### config.mk
export PLATFORM = sky130hd
export DESIGN_NAME = bitpack_top
export DESIGN_NICKNAME = d
export VERILOG_FILES = /design/src/bitpack_pkg.sv /design/src/bitpack_top.sv /design/src/bitpack_packer.sv /design/src/bitpack_fifo.sv
export SDC_FILE = /design/constraint.sdc
export NUM_CORES = 1
export LEC_CHECK = 0
export BUFFER_PORTS_ARGS = -buffer_cell sky130_fd_sc_hd__buf_2
export CAP_MARGIN = 20
export CORE_MARGIN = 2
export CORE_UTILIZATION = 35
export CTS_BUF_LIST = sky130_fd_sc_hd__clkbuf_16
export CTS_CLUSTER_SIZE = 14
export DETAILED_ROUTE_END_ITERATION = 16
export SLEW_MARGIN = 30
export SYNTH_ARGS = -nofsm -noshare
export SYNTH_HDL_FRONTEND = slang
export SYNTH_HIERARCHICAL = 1
export SYNTH_SLANG_ARGS = --single-unit
### constraint.sdc
create_clock -name clk_i -period 9.1 [get_ports clk_i]
set_input_delay 0.91 -clock clk_i [delete_from_list [all_inputs] [get_ports clk_i]]
set_output_delay 0.91 -clock clk_i [all_outputs]
set_load 0.02 [all_outputs]
### src/bitpack_pkg.sv
`default_nettype none

package bitpack_pkg;

   // sample and word sizes
   localparam int SAMPLE_W = 16;
   localparam int WORD_W   = 32;
   localparam int SR_W     = 2 * WORD_W;  // shift register, room for a word plus overflow

   localparam int CNT_W    = 6;   // bit count, holds up to WORD_W + SAMPLE_W - 1
   localparam int WIDTH_W  = 5;   // sample width field, 1..16

   // fifo geometry
   localparam int FIFO_DEPTH = 8;
   localparam int FIFO_AW    = $clog2(FIFO_DEPTH);
   localparam int FIFO_CNT_W = FIFO_AW + 1;  // occupancy 0..FIFO_DEPTH

   // packer program counter
   typedef enum logic [1:0] {
      ST_IDLE = 2'd0,
      ST_LOAD = 2'd1,
      ST_EMIT = 2'd2
   } pack_state_e;

   // packer configuration, only changed while idle
   typedef struct packed {
      logic [WIDTH_W-1:0] width;  // bits per sample
      logic               wrap;   // 1 continuous, 0 aligned
   } pack_cfg_t;

endpackage

`default_nettype wire
### src/bitpack_top.sv
`timescale 1ns/1ps
`default_nettype none

module bitpack_top
   import bitpack_pkg::*;
(
   input  wire                 clk_i,
   input  wire                 rst_n_i,

   input  wire pack_cfg_t      cfg_i,

   // sample input
   input  wire                 in_push_i,
   input  wire  [SAMPLE_W-1:0] in_data_i,
   output logic                in_full_o,

   input  wire                 flush_i,

   // word output
   output logic                out_valid_o,
   output logic [WORD_W-1:0]   out_data_o,
   input  wire                 out_pop_i
);

   logic [SAMPLE_W-1:0] in_head;
   logic                in_not_empty;
   logic                in_not_full;
   logic                pk_read;
   logic [WORD_W-1:0]   pk_wdata;
   logic                pk_write;
   logic                out_not_full;

   assign in_full_o = ~in_not_full;

   bitpack_fifo #(
      .DATA_W (SAMPLE_W)
   ) u_in_fifo (
      .clk_i       (clk_i),
      .rst_n_i     (rst_n_i),
      .push_i      (in_push_i),
      .push_data_i (in_data_i),
      .pop_i       (pk_read),
      .pop_data_o  (in_head),
      .not_empty_o (in_not_empty),
      .not_full_o  (in_not_full)
   );

   bitpack_packer u_packer (
      .clk_i     (clk_i),
      .rst_n_i   (rst_n_i),
      .cfg_i     (cfg_i),
      .flush_i   (flush_i),
      .r_data_i  (in_head),
      .r_ready_i (in_not_empty),
      .r_read_o  (pk_read),
      .w_data_o  (pk_wdata),
      .w_write_o (pk_write),
      .w_ready_i (out_not_full)
   );

   bitpack_fifo #(
      .DATA_W (WORD_W)
   ) u_out_fifo (
      .clk_i       (clk_i),
      .rst_n_i     (rst_n_i),
      .push_i      (pk_write),
      .push_data_i (pk_wdata),
      .pop_i       (out_pop_i),
      .pop_data_o  (out_data_o),
      .not_empty_o (out_valid_o),
      .not_full_o  (out_not_full)
   );

endmodule

`default_nettype wire

### src/bitpack_packer.sv
`timescale 1ns/1ps
`default_nettype none

module bitpack_packer
   import bitpack_pkg::*;
(
   input  wire                 clk_i,
   input  wire                 rst_n_i,

   input  wire pack_cfg_t      cfg_i,
   input  wire                 flush_i,

   // sample side fed from the input fifo head
   input  wire  [SAMPLE_W-1:0] r_data_i,
   input  wire                 r_ready_i,
   output logic                r_read_o,

   // word side into the output fifo
   output logic [WORD_W-1:0]   w_data_o,
   output logic                w_write_o,
   input  wire                 w_ready_i
);

   pack_state_e         state_q;
   pack_state_e         state_d;
   logic [CNT_W-1:0]    cnt_q;     // valid bits held in the low end of sr_q
   logic [CNT_W-1:0]    cnt_d;
   logic [SR_W-1:0]     sr_q;
   logic [SR_W-1:0]     sr_d;

   logic [SAMPLE_W-1:0] sample;
   logic [SR_W-1:0]     sr_shifted;
   logic [CNT_W-1:0]    cnt_sum;
   logic                full_word;

   // drop bits above the configured width
   assign sample = r_data_i & ~({SAMPLE_W{1'b1}} << cfg_i.width);

   // accumulator and shifter
   assign sr_shifted = (sr_q << cfg_i.width) | SR_W'(sample);
   assign cnt_sum    = cnt_q + CNT_W'(cfg_i.width);
   assign full_word  = (cnt_q >= CNT_W'(WORD_W));

   // full word takes the top WORD_W valid bits and leaves the excess below
   // partial word is left justified with zero fill
   always_comb begin
      if (full_word) begin
         w_data_o = WORD_W'(sr_q >> (cnt_q - CNT_W'(WORD_W)));
      end else begin
         w_data_o = WORD_W'(sr_q << (CNT_W'(WORD_W) - cnt_q));
      end
   end

   always_comb begin
      state_d   = state_q;
      cnt_d     = cnt_q;
      sr_d      = sr_q;
      r_read_o  = 1'b0;
      w_write_o = 1'b0;

      case (state_q)
         ST_IDLE: begin
            if (flush_i && cnt_q != '0) begin
               state_d = ST_EMIT;  // partial word
            end else if (r_ready_i) begin
               state_d = ST_LOAD;
            end
         end

         ST_LOAD: begin
            if (!r_ready_i) begin
               state_d = ST_IDLE;
            end else if (cnt_sum < CNT_W'(WORD_W)) begin
               r_read_o = 1'b1;
               sr_d     = sr_shifted;
               cnt_d    = cnt_sum;
            end else if (cfg_i.wrap || cnt_sum == CNT_W'(WORD_W)) begin
               // word completes and any excess carries over
               r_read_o = 1'b1;
               sr_d     = sr_shifted;
               cnt_d    = cnt_sum;
               state_d  = ST_EMIT;
            end else begin
               // no room in aligned mode so the sample stays at the fifo head
               state_d = ST_EMIT;
            end
         end

         ST_EMIT: begin
            if (w_ready_i) begin
               w_write_o = 1'b1;
               cnt_d     = full_word ? cnt_q - CNT_W'(WORD_W) : '0;
               state_d   = r_ready_i ? ST_LOAD : ST_IDLE;
            end
         end

         default: begin
            state_d = ST_IDLE;
         end
      endcase
   end

   always_ff @(posedge clk_i) begin
      if (!rst_n_i) begin
         state_q <= ST_IDLE;
         cnt_q   <= '0;
         sr_q    <= '0;
      end else begin
         state_q <= state_d;
         cnt_q   <= cnt_d;
         sr_q    <= sr_d;
      end
   end

   // width must be legal whenever a sample is taken
   a_width_legal: assert property (@(posedge clk_i) disable iff (!rst_n_i)
      r_read_o |-> (cfg_i.width != '0 && cfg_i.width <= WIDTH_W'(SAMPLE_W)))
      else $error("bitpack_packer: sample width %0d out of range", cfg_i.width);

   // config may only move while idle
   a_cfg_stable: assert property (@(posedge clk_i) disable iff (!rst_n_i)
      (state_q != ST_IDLE) |-> $stable(cfg_i))
      else $error("bitpack_packer: cfg changed while busy");

endmodule

`default_nettype wire

### src/bitpack_fifo.sv
`timescale 1ns/1ps
`default_nettype none

module bitpack_fifo
   import bitpack_pkg::*;
#(
   parameter int DATA_W = SAMPLE_W
) (
   input  wire               clk_i,
   input  wire               rst_n_i,

   input  wire               push_i,
   input  wire  [DATA_W-1:0] push_data_i,
   input  wire               pop_i,

   output logic [DATA_W-1:0] pop_data_o,
   output logic              not_empty_o,
   output logic              not_full_o
);

   logic [DATA_W-1:0]     mem [FIFO_DEPTH];
   logic [FIFO_AW-1:0]    wr_ptr_q;
   logic [FIFO_AW-1:0]    rd_ptr_q;
   logic [FIFO_CNT_W-1:0] count_q;
   logic                  do_push;
   logic                  do_pop;

   assign not_empty_o = (count_q != '0);
   assign not_full_o  = (count_q != FIFO_CNT_W'(FIFO_DEPTH));

   assign do_push = push_i & not_full_o;
   assign do_pop  = pop_i & not_empty_o;

   // first word fall through
   assign pop_data_o = mem[rd_ptr_q];

   always_ff @(posedge clk_i) begin
      if (do_push) begin
         mem[wr_ptr_q] <= push_data_i;
      end
   end

   // pointers wrap naturally, depth is a power of two
   always_ff @(posedge clk_i) begin
      if (!rst_n_i) begin
         wr_ptr_q <= '0;
         rd_ptr_q <= '0;
         count_q  <= '0;
      end else begin
         if (do_push) begin
            wr_ptr_q <= wr_ptr_q + 1'b1;
         end
         if (do_pop) begin
            rd_ptr_q <= rd_ptr_q + 1'b1;
         end
         case ({do_push, do_pop})
            2'b10:   count_q <= count_q + 1'b1;
            2'b01:   count_q <= count_q - 1'b1;
            default: count_q <= count_q;  // none, or push and pop together
         endcase
      end
   end

   // caller must respect the level outputs
   a_no_overflow: assert property (@(posedge clk_i) disable iff (!rst_n_i)
      push_i |-> not_full_o)
      else $error("bitpack_fifo: push while full");

   a_no_underflow: assert property (@(posedge clk_i) disable iff (!rst_n_i)
      pop_i |-> not_empty_o)
      else $error("bitpack_fifo: pop while empty");

endmodule

`default_nettype wire

==> results.md, run 1 <==
- Run status: complete, no violations
- Hold Buf Count CTS: 0
- Final instance area: 29,600 um^2
- EDFF count, synth: 384
- Power per cell area: 191 nW/um^2
- Clk sink count: between 400 and 500
- Req. time, crit path: 9.63 ns
- Slew @ Worst Pin: 0.968 ns
- Root buf cell: clkbuf_16
- Largest net degree at the start of global routing: 86
- Crit Path Category: flip-flop to flip-flop
- Post-placement cell area: 27,900 um^2
- Sequential area share after synthesis: 50.2%
- Number of inserted diodes: 0
- Commonest non-fill, non-tap cell in the layout: edfxtp_1
- Final setup vio count: 0
- CTS tree: built
- Reg2reg start: u_packer/cnt_q[0]$_SDFFE_PN0P_
- Chip height: 281 um
- Die W: 281 um
- Mapped Area: 26,800 um^2
- CP cell instances: buf_4 -> ha_1 -> fa_1 -> nor2_1 -> nand2_1 -> a221oi_4 -> o31ai_4 -> inv_2 -> nand2_1 -> inv_1 -> ha_1 -> xor2_1 -> ha_1 -> a21oi_1 -> xor2_1 -> or3_1 -> a21boi_0
- Vias/cell: 5.94
- Layout cells sized above 1: 29.2%
- Critical Path AT: 4.96 ns
- Fraction of registers with async set/reset: 0%
- Final period util: 48.7%
- Leak pwr: 0.00919 uW
- Clk_skew: between 0.02 and 0.03 ns
- Max-Cap Viols: 0
- Slew Limit Headroom: 35.5%
- Post-layout net count: 1,961
- Min Clock Period, post-route: 4.43 ns
- Io pins: just over 60
- Iter 0 DRT Violations: roughly 1,800
- Post-DR wirelength/cell: 24.0 um
- Die area: ~79,000 um^2
- Via count: about 18,000
- Max stage delay on crit path: 0.72 ns
- WL final: around 70,000 um
- Crit-path max FO: 49
- Residual DRC: 0
- Post-synthesis cell count: 1,955
- Delay-heaviest family, CP: adder cells
- Fin. Hold Viols: 0
- Slew Limit Fails: 0
- Global-route wire length before repair: approximately 110,000 um
- Critical path launch point type: flip-flop
- Hold Crit Start: u_out_fifo/count_q[3]$_SDFFE_PN0P_
- Syn nets: 1,999
- Starting density of the core: 35.3%
- CP max-delay cell: buf_4
- Fmax: 226 MHz
- Synthesis-to-layout area growth: 10.6%
- Top cell by count, worst path: ha_1
- Syn Area/Cell: 13.7 um^2
- Total Routing Usage GR: 18.0%
- Resize count post-CTS: 0
- FP Rows: between 100 and 150
- Worst VDD drop: 0.182 mV
- I/O Buffers: 60
- Final GP Congestion: 0.881
- Synth Warn #: 6
- Crit path capture type: flip-flop
- Setup_tns: 0 ns
- Synth Flop Type: edfxtp_1
- CP Buf/Inv Count: 3
- Yosys reg bits: 481
- Postcts setup bufs: 0
- Most frequent cells in the layout: 384 x edfxtp_1, 233 x mux4_2, 186 x nand2_1, 115 x mux2i_1, 102 x mux2_2
- Grt ovf: 0
- Remaining antenna violation count: 0
- Hold crit path type: flip-flop to flip-flop
- DP HPWL: 46,200 um
- Critical Path Start: u_packer/cnt_q[0]$_SDFFE_PN0P_
- Drt pass-1 iters: 6
- Worst-path clk slew: 0.06 ns
- Clk buf depth: 3
- # H-tree levels: 2
- Skew-Pair Late Insertion Delay: about 0.61 ns
- RSZ-0062 raised after global routing: false
- Synth cell types: 84
- Antenna violations before repair: 2
- Area of the core: 75,900 um^2
- Num CTS Buffers: between 50 and 60
- Vias in the first global route: 17,440
## report_power, final
group / leakage [uW] / switching [uW] / internal (uW) / total [uW]
registers: 0.00414 / 118 / 2430 / 2550
logic: 0.00417 / 558 / 409 / 967
clock network: 0.000883 / 898 / 1240 / 2140
## layer usage
layer / global-route usage [%] / vias to the layer above / part of all wire [%]
met1: 24.6 / 9123 / 42
met4: 5.21 / 4 / 2.7
met2: 29.7 / 719 / 49
met3: 2.83 / 134 / 6.7
met5: 0 / - / 0.029
li1: - / 7750 / -
## cell type report
type / count / area [um^2]
fill: 7034 / 46300
tap: 1030 / 1290
inverter: 13 / 48.8
clock inverter: 41 / 419
multi-input combinational: 1266 / 12400
sequential: 481 / 13500
timing repair buffer: 102 / 632
clock buffer: 53 / 1330
## cell usage after synthesis, types with 15 or more instances
library cell / instances / area, um^2
ha_1: 16 / 200
nor2_1: 90 / 338
nor3_1: 31 / 155
mux4_2: 233 / 5250
buf_4: 20 / 150
o22ai_1: 36 / 225
o41ai_1: 19 / 166
clkbuf_1: 89 / 334
and2_1: 15 / 93.8
dfxtp_1: 97 / 1940
nand2_1: 187 / 702
buf_1: 23 / 86.3
a32oi_1: 18 / 158
buf_2: 53 / 265
nand3_1: 60 / 300
o21ai_0: 69 / 345
mux2i_1: 115 / 1150
mux2_2: 102 / 1150
edfxtp_1: 384 / 11500
o221ai_1: 24 / 210
a21oi_1: 64 / 320
## through the flow
step / power, uW / hold WS (ns) / setup slack [ns] / util (%) / std cells
floorplan: 3290 / 0.444 / 4.51 / - / 1955
global placement: 3540 / 0.464 / 4.42 / 36.7 / 2891
detailed placement: 3550 / 0.477 / 4.39 / 36.7 / 2892
CTS: 5700 / 0.486 / 4.63 / 39.0 / 2986
global route: 5870 / 0.512 / 4.20 / 39.0 / 2986
finish: 5660 / 0.479 / 4.67 / 39.0 / 2986
## worst reg2reg max path: cells and delay by family, from the launching register on
family / cells / cell delay (ns)
xor gates and xnor gates: 2 / 0.33
buffers and inverters: 3 / 0.88
DFF: 1 / 0.68
AOI/OAI and AO/OA: 4 / 0.59
adders and majority gates: 4 / 1.24
and+or+nand+nor: 4 / 0.64
## flip-flops by register name, summed over array words and instances, names as in the netlist, named ones only
signal and count:
u_packer/cnt_q 6, u_out_fifo/mem 256, u_packer/state_q 2, u_in_fifo/mem 128, u_out_fifo/wr_ptr_q 3, u_out_fifo/rd_ptr_q 3, u_packer/sr_q 63, u_in_fifo/count_q 4
u_in_fifo/rd_ptr_q 3, u_in_fifo/wr_ptr_q 3, u_out_fifo/count_q 4
## kinds of logic (layout without fill, tap and decap cells)
group,Yosys count,count (layout),share of synthesized area [%]
muxes,452,452,28.3
xor gates and xnor gates,19,19,0.621
buffers and inverters,208,209,3.76
AOI/OAI and AO/OA,334,334,8.66
adders and majority gates,17,17,0.821
and+or+nand+nor,444,444,7.60
DFF,481,481,50.2
## worst paths after layout
kind	slack, ns	cells after the start	end
max reg2reg	4.67	17	u_in_fifo/count_q[2]$_SDFFE_PN0P_
min	0.48	2	u_out_fifo/count_q[3]$_SDFFE_PN0P_
min reg2reg	0.48	2	u_out_fifo/count_q[3]$_SDFFE_PN0P_
max	4.67	17	u_in_fifo/count_q[2]$_SDFFE_PN0P_
No activity file was read; power rests on OpenSTA's default activity.
==> run 2: changes to the inputs <==
==> constraint.sdc (replaced) <==
create_clock -name clk_i -period 3.63 [get_ports clk_i]
set_input_delay 0.363 -clock clk_i [delete_from_list [all_inputs] [get_ports clk_i]]
set_output_delay 0.363 -clock clk_i [all_outputs]
set_load 0.02 [all_outputs]
==> run 2 against run 1 <==
Effect of this change:
- combinational power grew to 2.7 times the previous value
- routed wire length rose by 2.5%
- die area stayed put
- largest cell class unchanged
- highest routed layer is now met4
==> results.md, run 2 (synthesized netlist as in run 1, its figures left out) <==
- Vias/cell: 5.89
- Critical Path Start: u_packer/cnt_q[0]$_SDFFE_PN0P_
- Reg2reg start: u_packer/cnt_q[0]$_SDFFE_PN0P_
- Grt ovf: 0
- Critical path launch point type: flip-flop
- Clk sink count: a little under 500
- Sw power: 3970 uW
- Worst-path clk slew: 0.06 ns
- Req. time, crit path: 4.18 ns
- Fin util: 39.7%
- Vias in the first global route: 18,066
- Antenna violations before repair: 0
- Fmax: ~300 MHz
- Num CTS Buffers: 52
- Slew Limit Headroom: 29.2%
- # H-tree levels: 2
- Cell Int Power: approximately 10000 uW
- Sw frac: 28.4%
- Hold crit path type: primary input to flip-flop
- Flop pwr share: 45.8%
- Global-route wire length before repair: approximately 110,000 um
- Hold Buf Count CTS: 12
- Starting density of the core: 35.3%
- Largest regs: u_out_fifo/mem: 256 flops, u_in_fifo/mem: 128 flops, u_packer/sr_q: 63 flops
- CP Buf/Inv Count: 2
- Top cell by count, worst path: ha_1
- Number of inserted diodes: 0
- Die area: 78,800 um^2
- Total Routing Usage GR: 18.6%
- Synthesis-to-layout area growth: 12.5%
- Combinational share of power: 18.5%
- Power per cell area: 463 nW/um^2
- Resize count post-CTS: 0
- WP depth: 16
- Slew Limit Fails: 0
- Root buf cell: clkbuf_16
- Clock power frac: 35.7%
- Slew @ Worst Pin: 1.06 ns
- CTS tree: built
- Hold Worst Slack: 0.0301 ns
- WL final: around 74,000 um
- Critical Path AT: 3.94 ns
- Die W: 281 um
- Max stage delay on crit path: ~0.4 ns
- R2r endpoint: u_in_fifo/count_q[2]$_SDFFE_PN0P_
- Top reg by flops: u_out_fifo/mem
- CP cell instances: ha_1 -> fa_1 -> and3_1 -> or3_4 -> a221oi_4 -> o31ai_4 -> inv_2 -> nand2_1 -> inv_1 -> ha_1 -> xor2_1 -> ha_1 -> a21oi_1 -> xor2_1 -> or3_1 -> a21boi_0
- I/O Buffers: 60
- Setup crit end: u_in_fifo/count_q[2]$_SDFFE_PN0P_
- R2r setup slk: about 0.23 ns
- Final GP Congestion: 0.967
- Delay-heaviest family, CP: adder cells
- DP HPWL: 47,500 um
- Skew-Pair Late Insertion Delay: 0.62 ns
- Postcts setup bufs: 0
- Worst VDD drop: 0.367 mV
- Post-DR wirelength/cell: 24.1 um
- Remaining antenna violation count: 0
- Crit Path Category: flip-flop to flip-flop
- CP max-delay cell: fa_1
- Most frequent cells in the layout: 384 x edfxtp_1, 233 x mux4_2, 187 x nand2_1, 115 x mux2i_1, 102 x mux2_2
- RSZ-0062 raised after global routing: false
- Residual DRC: 0
- Run status: complete, no violations
- Commonest non-fill, non-tap cell in the layout: edfxtp_1
- Post-layout net count: between 2,000 and 2,500
- Fin. Hold Viols: 0
- FP Rows: between 100 and 150
- Min Clock Period, post-route: around 3.4 ns
- Total power: approximately 14,000 uW
- Max-Cap Viols: 0
- Crit-path max FO: 3
- Worst reg-to-reg path cell count: 16
- Drt pass-1 iters: 5
- Crit path capture type: flip-flop
- Final setup vio count: 0
- Largest net degree at the start of global routing: between 80 and 90
- Iter 0 DRT Violations: 1,976
- Filler cell count: about 7,000
- Clk buf depth: 3
- Final period util: 93.6%
- Io pins: 61
- Layout cells sized above 1: 30.3%
- Area of the core: 75,900 um^2
- Clk_skew: 0.0263 ns
- Leak pwr: around 0.0095 uW
- Setup_tns: 0 ns
- Chip height: 281 um
- Via count: approximately 18,000
- Largest register FFs: 256
[run 2: layout make-up]
cell class	instances	area [um^2]	share of cell area (%)
Multi-Input combinational cell	1266	12400	41.3
Tap cell	1030	1290	4.27
Clock buffer	52	1300	4.31
Inverter	13	48.8	0.162
Clock inverter	41	298	0.987
Timing Repair Buffer	171	1280	4.25
Sequential cell	481	13500	44.7
[run 2: layer usage]
metal | track usage [%] | wire length [um]
met1 | 25.2 | 31000
met2 | 31.0 | 35800
met3 | 2.64 | 4730
met4 | 5.65 | 2080
met5 | 0 | 0
[run 2: power groups by stage]
| stage | registers, uW | clock network, uW | logic (uW) |
|---|---|---|---|
| 6_report | 6390 | 4990 | 2580 |
| 5_1_grt | 6420 | 5340 | 2770 |
| 4_1_cts | 6380 | 5120 | 2570 |
| 3_5_place_dp | 6500 | 0 | 2550 |
| 3_3_place_gp | 6480 | 0 | 2540 |
| 2_1_floorplan | 6290 | 0 | 1960 |
[run 2: worst register-to-register path: cells and delay by family, from the launching register on]
| kind | cells | cell delay (ns) |
|---|---|---|
| adder cells (fa/ha/maj) | 4 | 0.96 |
| AO/OA/AOI/OAI | 4 | 0.61 |
| flip-flops | 1 | 0.36 |
| XOR/XNOR | 2 | 0.32 |
| AND/OR/NAND/NOR | 4 | 0.93 |
| buffers and inverters | 2 | 0.15 |
[run 2: through the flow]
stage / worst slack, ns / instances / cell area (um^2)
after floorplan: -0.110 / 1955 / 26800
after detailed placement: 0.0626 / 2949 / 28400
after global routing: 0.0656 / 3054 / 30200
final: 0.234 / 3054 / 30200
after global placement: 0.0823 / 2949 / 28400
after CTS: 0.225 / 3054 / 30200
[run 2: worst min path at each step]
stage / end / start / depth (start not counted)
after global placement: u_out_fifo/count_q[3]$_SDFFE_PN0P_ / u_out_fifo/count_q[3]$_SDFFE_PN0P_ / 2
after CTS: u_in_fifo/mem[2][5]$_DFFE_PP_ / in_data_i[5] / 1
after global routing: u_in_fifo/mem[1][5]$_DFFE_PP_ / in_data_i[5] / 1
final: u_in_fifo/mem[2][1]$_DFFE_PP_ / in_data_i[1] / 1
after detailed placement: u_in_fifo/count_q[3]$_SDFFE_PN0P_ / u_in_fifo/count_q[3]$_SDFFE_PN0P_ / 2
after floorplan: u_packer/sr_q[61]$_SDFFE_PN0P_ / u_packer/sr_q[61]$_SDFFE_PN0P_ / 2
==> run 3: changes to the inputs <==
--- a/config.mk
+++ b/config.mk
@@ -5,13 +5,17 @@
 export SDC_FILE = /design/constraint.sdc
 export NUM_CORES = 1
 export LEC_CHECK = 0
+export ABC_CLOCK_PERIOD_IN_PS = 3630
 export BUFFER_PORTS_ARGS = -buffer_cell sky130_fd_sc_hd__buf_2
 export CAP_MARGIN = 20
+export CELL_PAD_IN_SITES_DETAIL_PLACEMENT = 1
+export CELL_PAD_IN_SITES_GLOBAL_PLACEMENT = 2
 export CORE_MARGIN = 2
 export CORE_UTILIZATION = 35
 export CTS_BUF_LIST = sky130_fd_sc_hd__clkbuf_16
 export CTS_CLUSTER_SIZE = 14
 export DETAILED_ROUTE_END_ITERATION = 16
+export PLACE_DENSITY_LB_ADDON = 0.1
 export SLEW_MARGIN = 30
 export SYNTH_ARGS = -nofsm -noshare
 export SYNTH_HDL_FRONTEND = slang
==> run 3 against run 2 <==
Effect of this change:
- first-iteration DRC count is 30% lower
- power is 2.6% higher
- design area is 0.76% higher
- clock-buffer cell count is 3 higher
- clock power is 5.8% higher
- combinational power is 3% higher
- fmax is 1.6% lower
- critical path type unchanged
==> results.md, run 3 (synthesized netlist as in run 1, its figures left out) <==
- Slew Limit Fails: 0
- Drt pass-1 iters: 7
- CTS tree: built
- Sw frac: 28.7%
- Global-route wire length before repair: approximately 130,000 um
- Clk sink count: 481
- Total Routing Usage GR: 21.4%
- Post-layout net count: just over 2,000
- Critical Path AT: 4.00 ns
- # H-tree levels: 2
- Cell Int Power: between 10,000 and 15,000 uW
- Largest net degree at the start of global routing: roughly 90
- Crit Path Category: flip-flop to flip-flop
- Die W: ~280 um
- Antenna violations before repair: 0
- Slew Limit Headroom: 40.8%
- GR Util met1: 28.8%
- Placed insts: around 3,000
- Hold crit path type: primary input to flip-flop
- Largest regs: u_out_fifo/mem: 256 flops, u_in_fifo/mem: 128 flops, u_packer/sr_q: 63 flops
- Crit-path max FO: 5
- Hold Worst Slack: around 0.033 ns
- Final period util: between 90% and 100%
- Layout cells sized above 1: around a third
- Final setup vio count: 0
- Post-DR wirelength/cell: 27.3 um
- Grt ovf: 0
- Residual DRC: 0
- Worst-path clk slew: 0.06 ns
- Most frequent cells in the layout: 384 x edfxtp_1, 233 x mux4_2, 187 x nand2_1, 115 x mux2i_1, 102 x mux2_2
- Chip height: 281 um
- CP cell instances: ha_1 -> fa_2 -> and3_1 -> or3_4 -> a221oi_4 -> o31ai_4 -> inv_2 -> nand2_1 -> inv_1 -> ha_1 -> xor2_1 -> ha_1 -> a21oi_1 -> xor2_1 -> or3_1 -> a21boi_1
- Die area: approximately 79,000 um^2
- Top reg by flops: u_out_fifo/mem
- Req. time, crit path: 4.18 ns
- Root buf cell: clkbuf_16
- Top cell by count, worst path: ha_1
- FP Rows: 101
- WL final: between 80,000 and 90,000 um
- Leak pwr: ~0.0096 uW
- CP max-delay cell: dfxtp_4
- Commonest non-fill, non-tap cell in the layout: edfxtp_1
- Final GP Congestion: 0.856
- Clk buf depth: 3
- Filler cell count: slightly below 8,000
- Vias/cell: about 5.8
- Io pins: 61
- Crit path capture type: flip-flop
- Run status: complete, no violations
- Area of the core: between 70,000 and 80,000 um^2
- Synthesis-to-layout area growth: 13.3%
- Final instance area: 30,400 um^2
- Max-Cap Viols: 0
- Min Clock Period, post-route: 3.45 ns
- Met3 usage: 2.19%
- Largest register FFs: 256
- Combinational share of power: about a fifth
- Grt met2 use: between 30% and 40%
- Critical path launch point type: flip-flop
- Via count: ~18,000
- Sw power: 4110 uW
- Starting density of the core: 35.3%
- Vias in the first global route: approximately 19,000
- Post-placement cell area: 28,500 um^2
- Non-Filler Instances: 3,070
- Clk_skew: roughly 0.026 ns
- DP HPWL: 55,900 um
- I/O Buffers: 60
- Flop pwr share: 44.6%
- Slew @ Worst Pin: 0.888 ns
- Remaining antenna violation count: 0
- Clock power frac: 36.9%
- Gr busiest metal: met2
- Fin. Hold Viols: 0
- Worst VDD drop: between 0.3 and 0.4 mV
- Power per cell area: between 400 and 500 nW/um^2
- Fmax: 290 MHz
- Iter 0 DRT Violations: 1,375
- Max stage delay on crit path: 0.41 ns
- Skew-Pair Late Insertion Delay: between 0.6 and 0.7 ns
- Num CTS Buffers: 55
==> run 3: cell count changes in the layout (fill, tap and decap cells not counted), sizes merged, moves of 3 or more <==
cell,change
inv,-5
clkinv,+6
buf,+7
clkinvlp,+3
clkbuf,+4
==> run 3: layout make-up <==
class,count,area (um^2),share of cell area (%)
sequential,481,13500,44.4
multi-input combinational,1266,12500,41.0
clock buffer,55,1380,4.53
timing repair buffer,178,1370,4.50
tap,1030,1290,4.24
clock inverter,46,337,1.11
inverter,13,48.8,0.161
antenna,1,2.50,0.00823
==> run 3: power by group through the flow <==
stage,registers [uW],logic (uW),clock network [uW]
6_report,6380,2660,5280
5_1_grt,6410,2870,5620
4_1_cts,6380,2680,5430
3_5_place_dp,6500,2660,0
3_3_place_gp,6490,2650,0
2_1_floorplan,6290,1960,0
==> run 3: worst max-delay path: cells and delay by family (launching register included) <==
family | cells | cell delay (ns)
xor gates and xnor gates | 2 | 0.32
and+or+nand+nor | 4 | 0.92
DFF | 1 | 0.41
adders and majority gates | 4 | 0.93
AOI/OAI and AO/OA | 4 | 0.64
buffers and inverters | 2 | 0.15
==> run 3: path summary, 6_finish.rpt <==
| path | from | to | slack (ns) | depth (start not counted) |
|---|---|---|---|---|
| hold reg to reg | u_out_fifo/count_q[3]$_SDFFE_PN0P_ | u_out_fifo/count_q[3]$_SDFFE_PN0P_ | 0.50 | 2 |
| hold / removal | in_data_i[13] | u_in_fifo/mem[5][13]$_DFFE_PP_ | 0.03 | 1 |
| setup reg to reg | u_packer/cnt_q[0]$_SDFFE_PN0P_ | u_in_fifo/count_q[2]$_SDFFE_PN0P_ | 0.18 | 16 |
| setup / recovery | u_packer/cnt_q[0]$_SDFFE_PN0P_ | u_in_fifo/count_q[2]$_SDFFE_PN0P_ | 0.18 | 16 |
==> run 3: routing by layer <==
layer,up-vias,share of wire (%)
li1,7914,-
met1,9420,45
met2,430,50
met3,115,3.5
met4,0,2.4
met5,-,0
==> run 3: timing repair <==
item                                   CTS  global route
endpoints found under the hold margin   83             0
setup endpoints to repair                0            66
hold buffers                            11             0
buffers inserted                         0             1
gates resized for setup                  0             5
==> run 3: stage by stage <==
step / power (uW) / setup TNS, ns / worst slack, ns / util [%]
finish: 14300 / 0 / 0.177 / 40.0
global route: 14900 / -0.0265 / -0.0251 / 40.0
CTS: 14500 / 0 / 0.0927 / 39.9
detailed placement: 9160 / -0.0304 / -0.0304 / 37.5
global placement: 9140 / -0.00496 / -0.00496 / 37.5
floorplan: 8250 / -10.58 / -0.110 / -
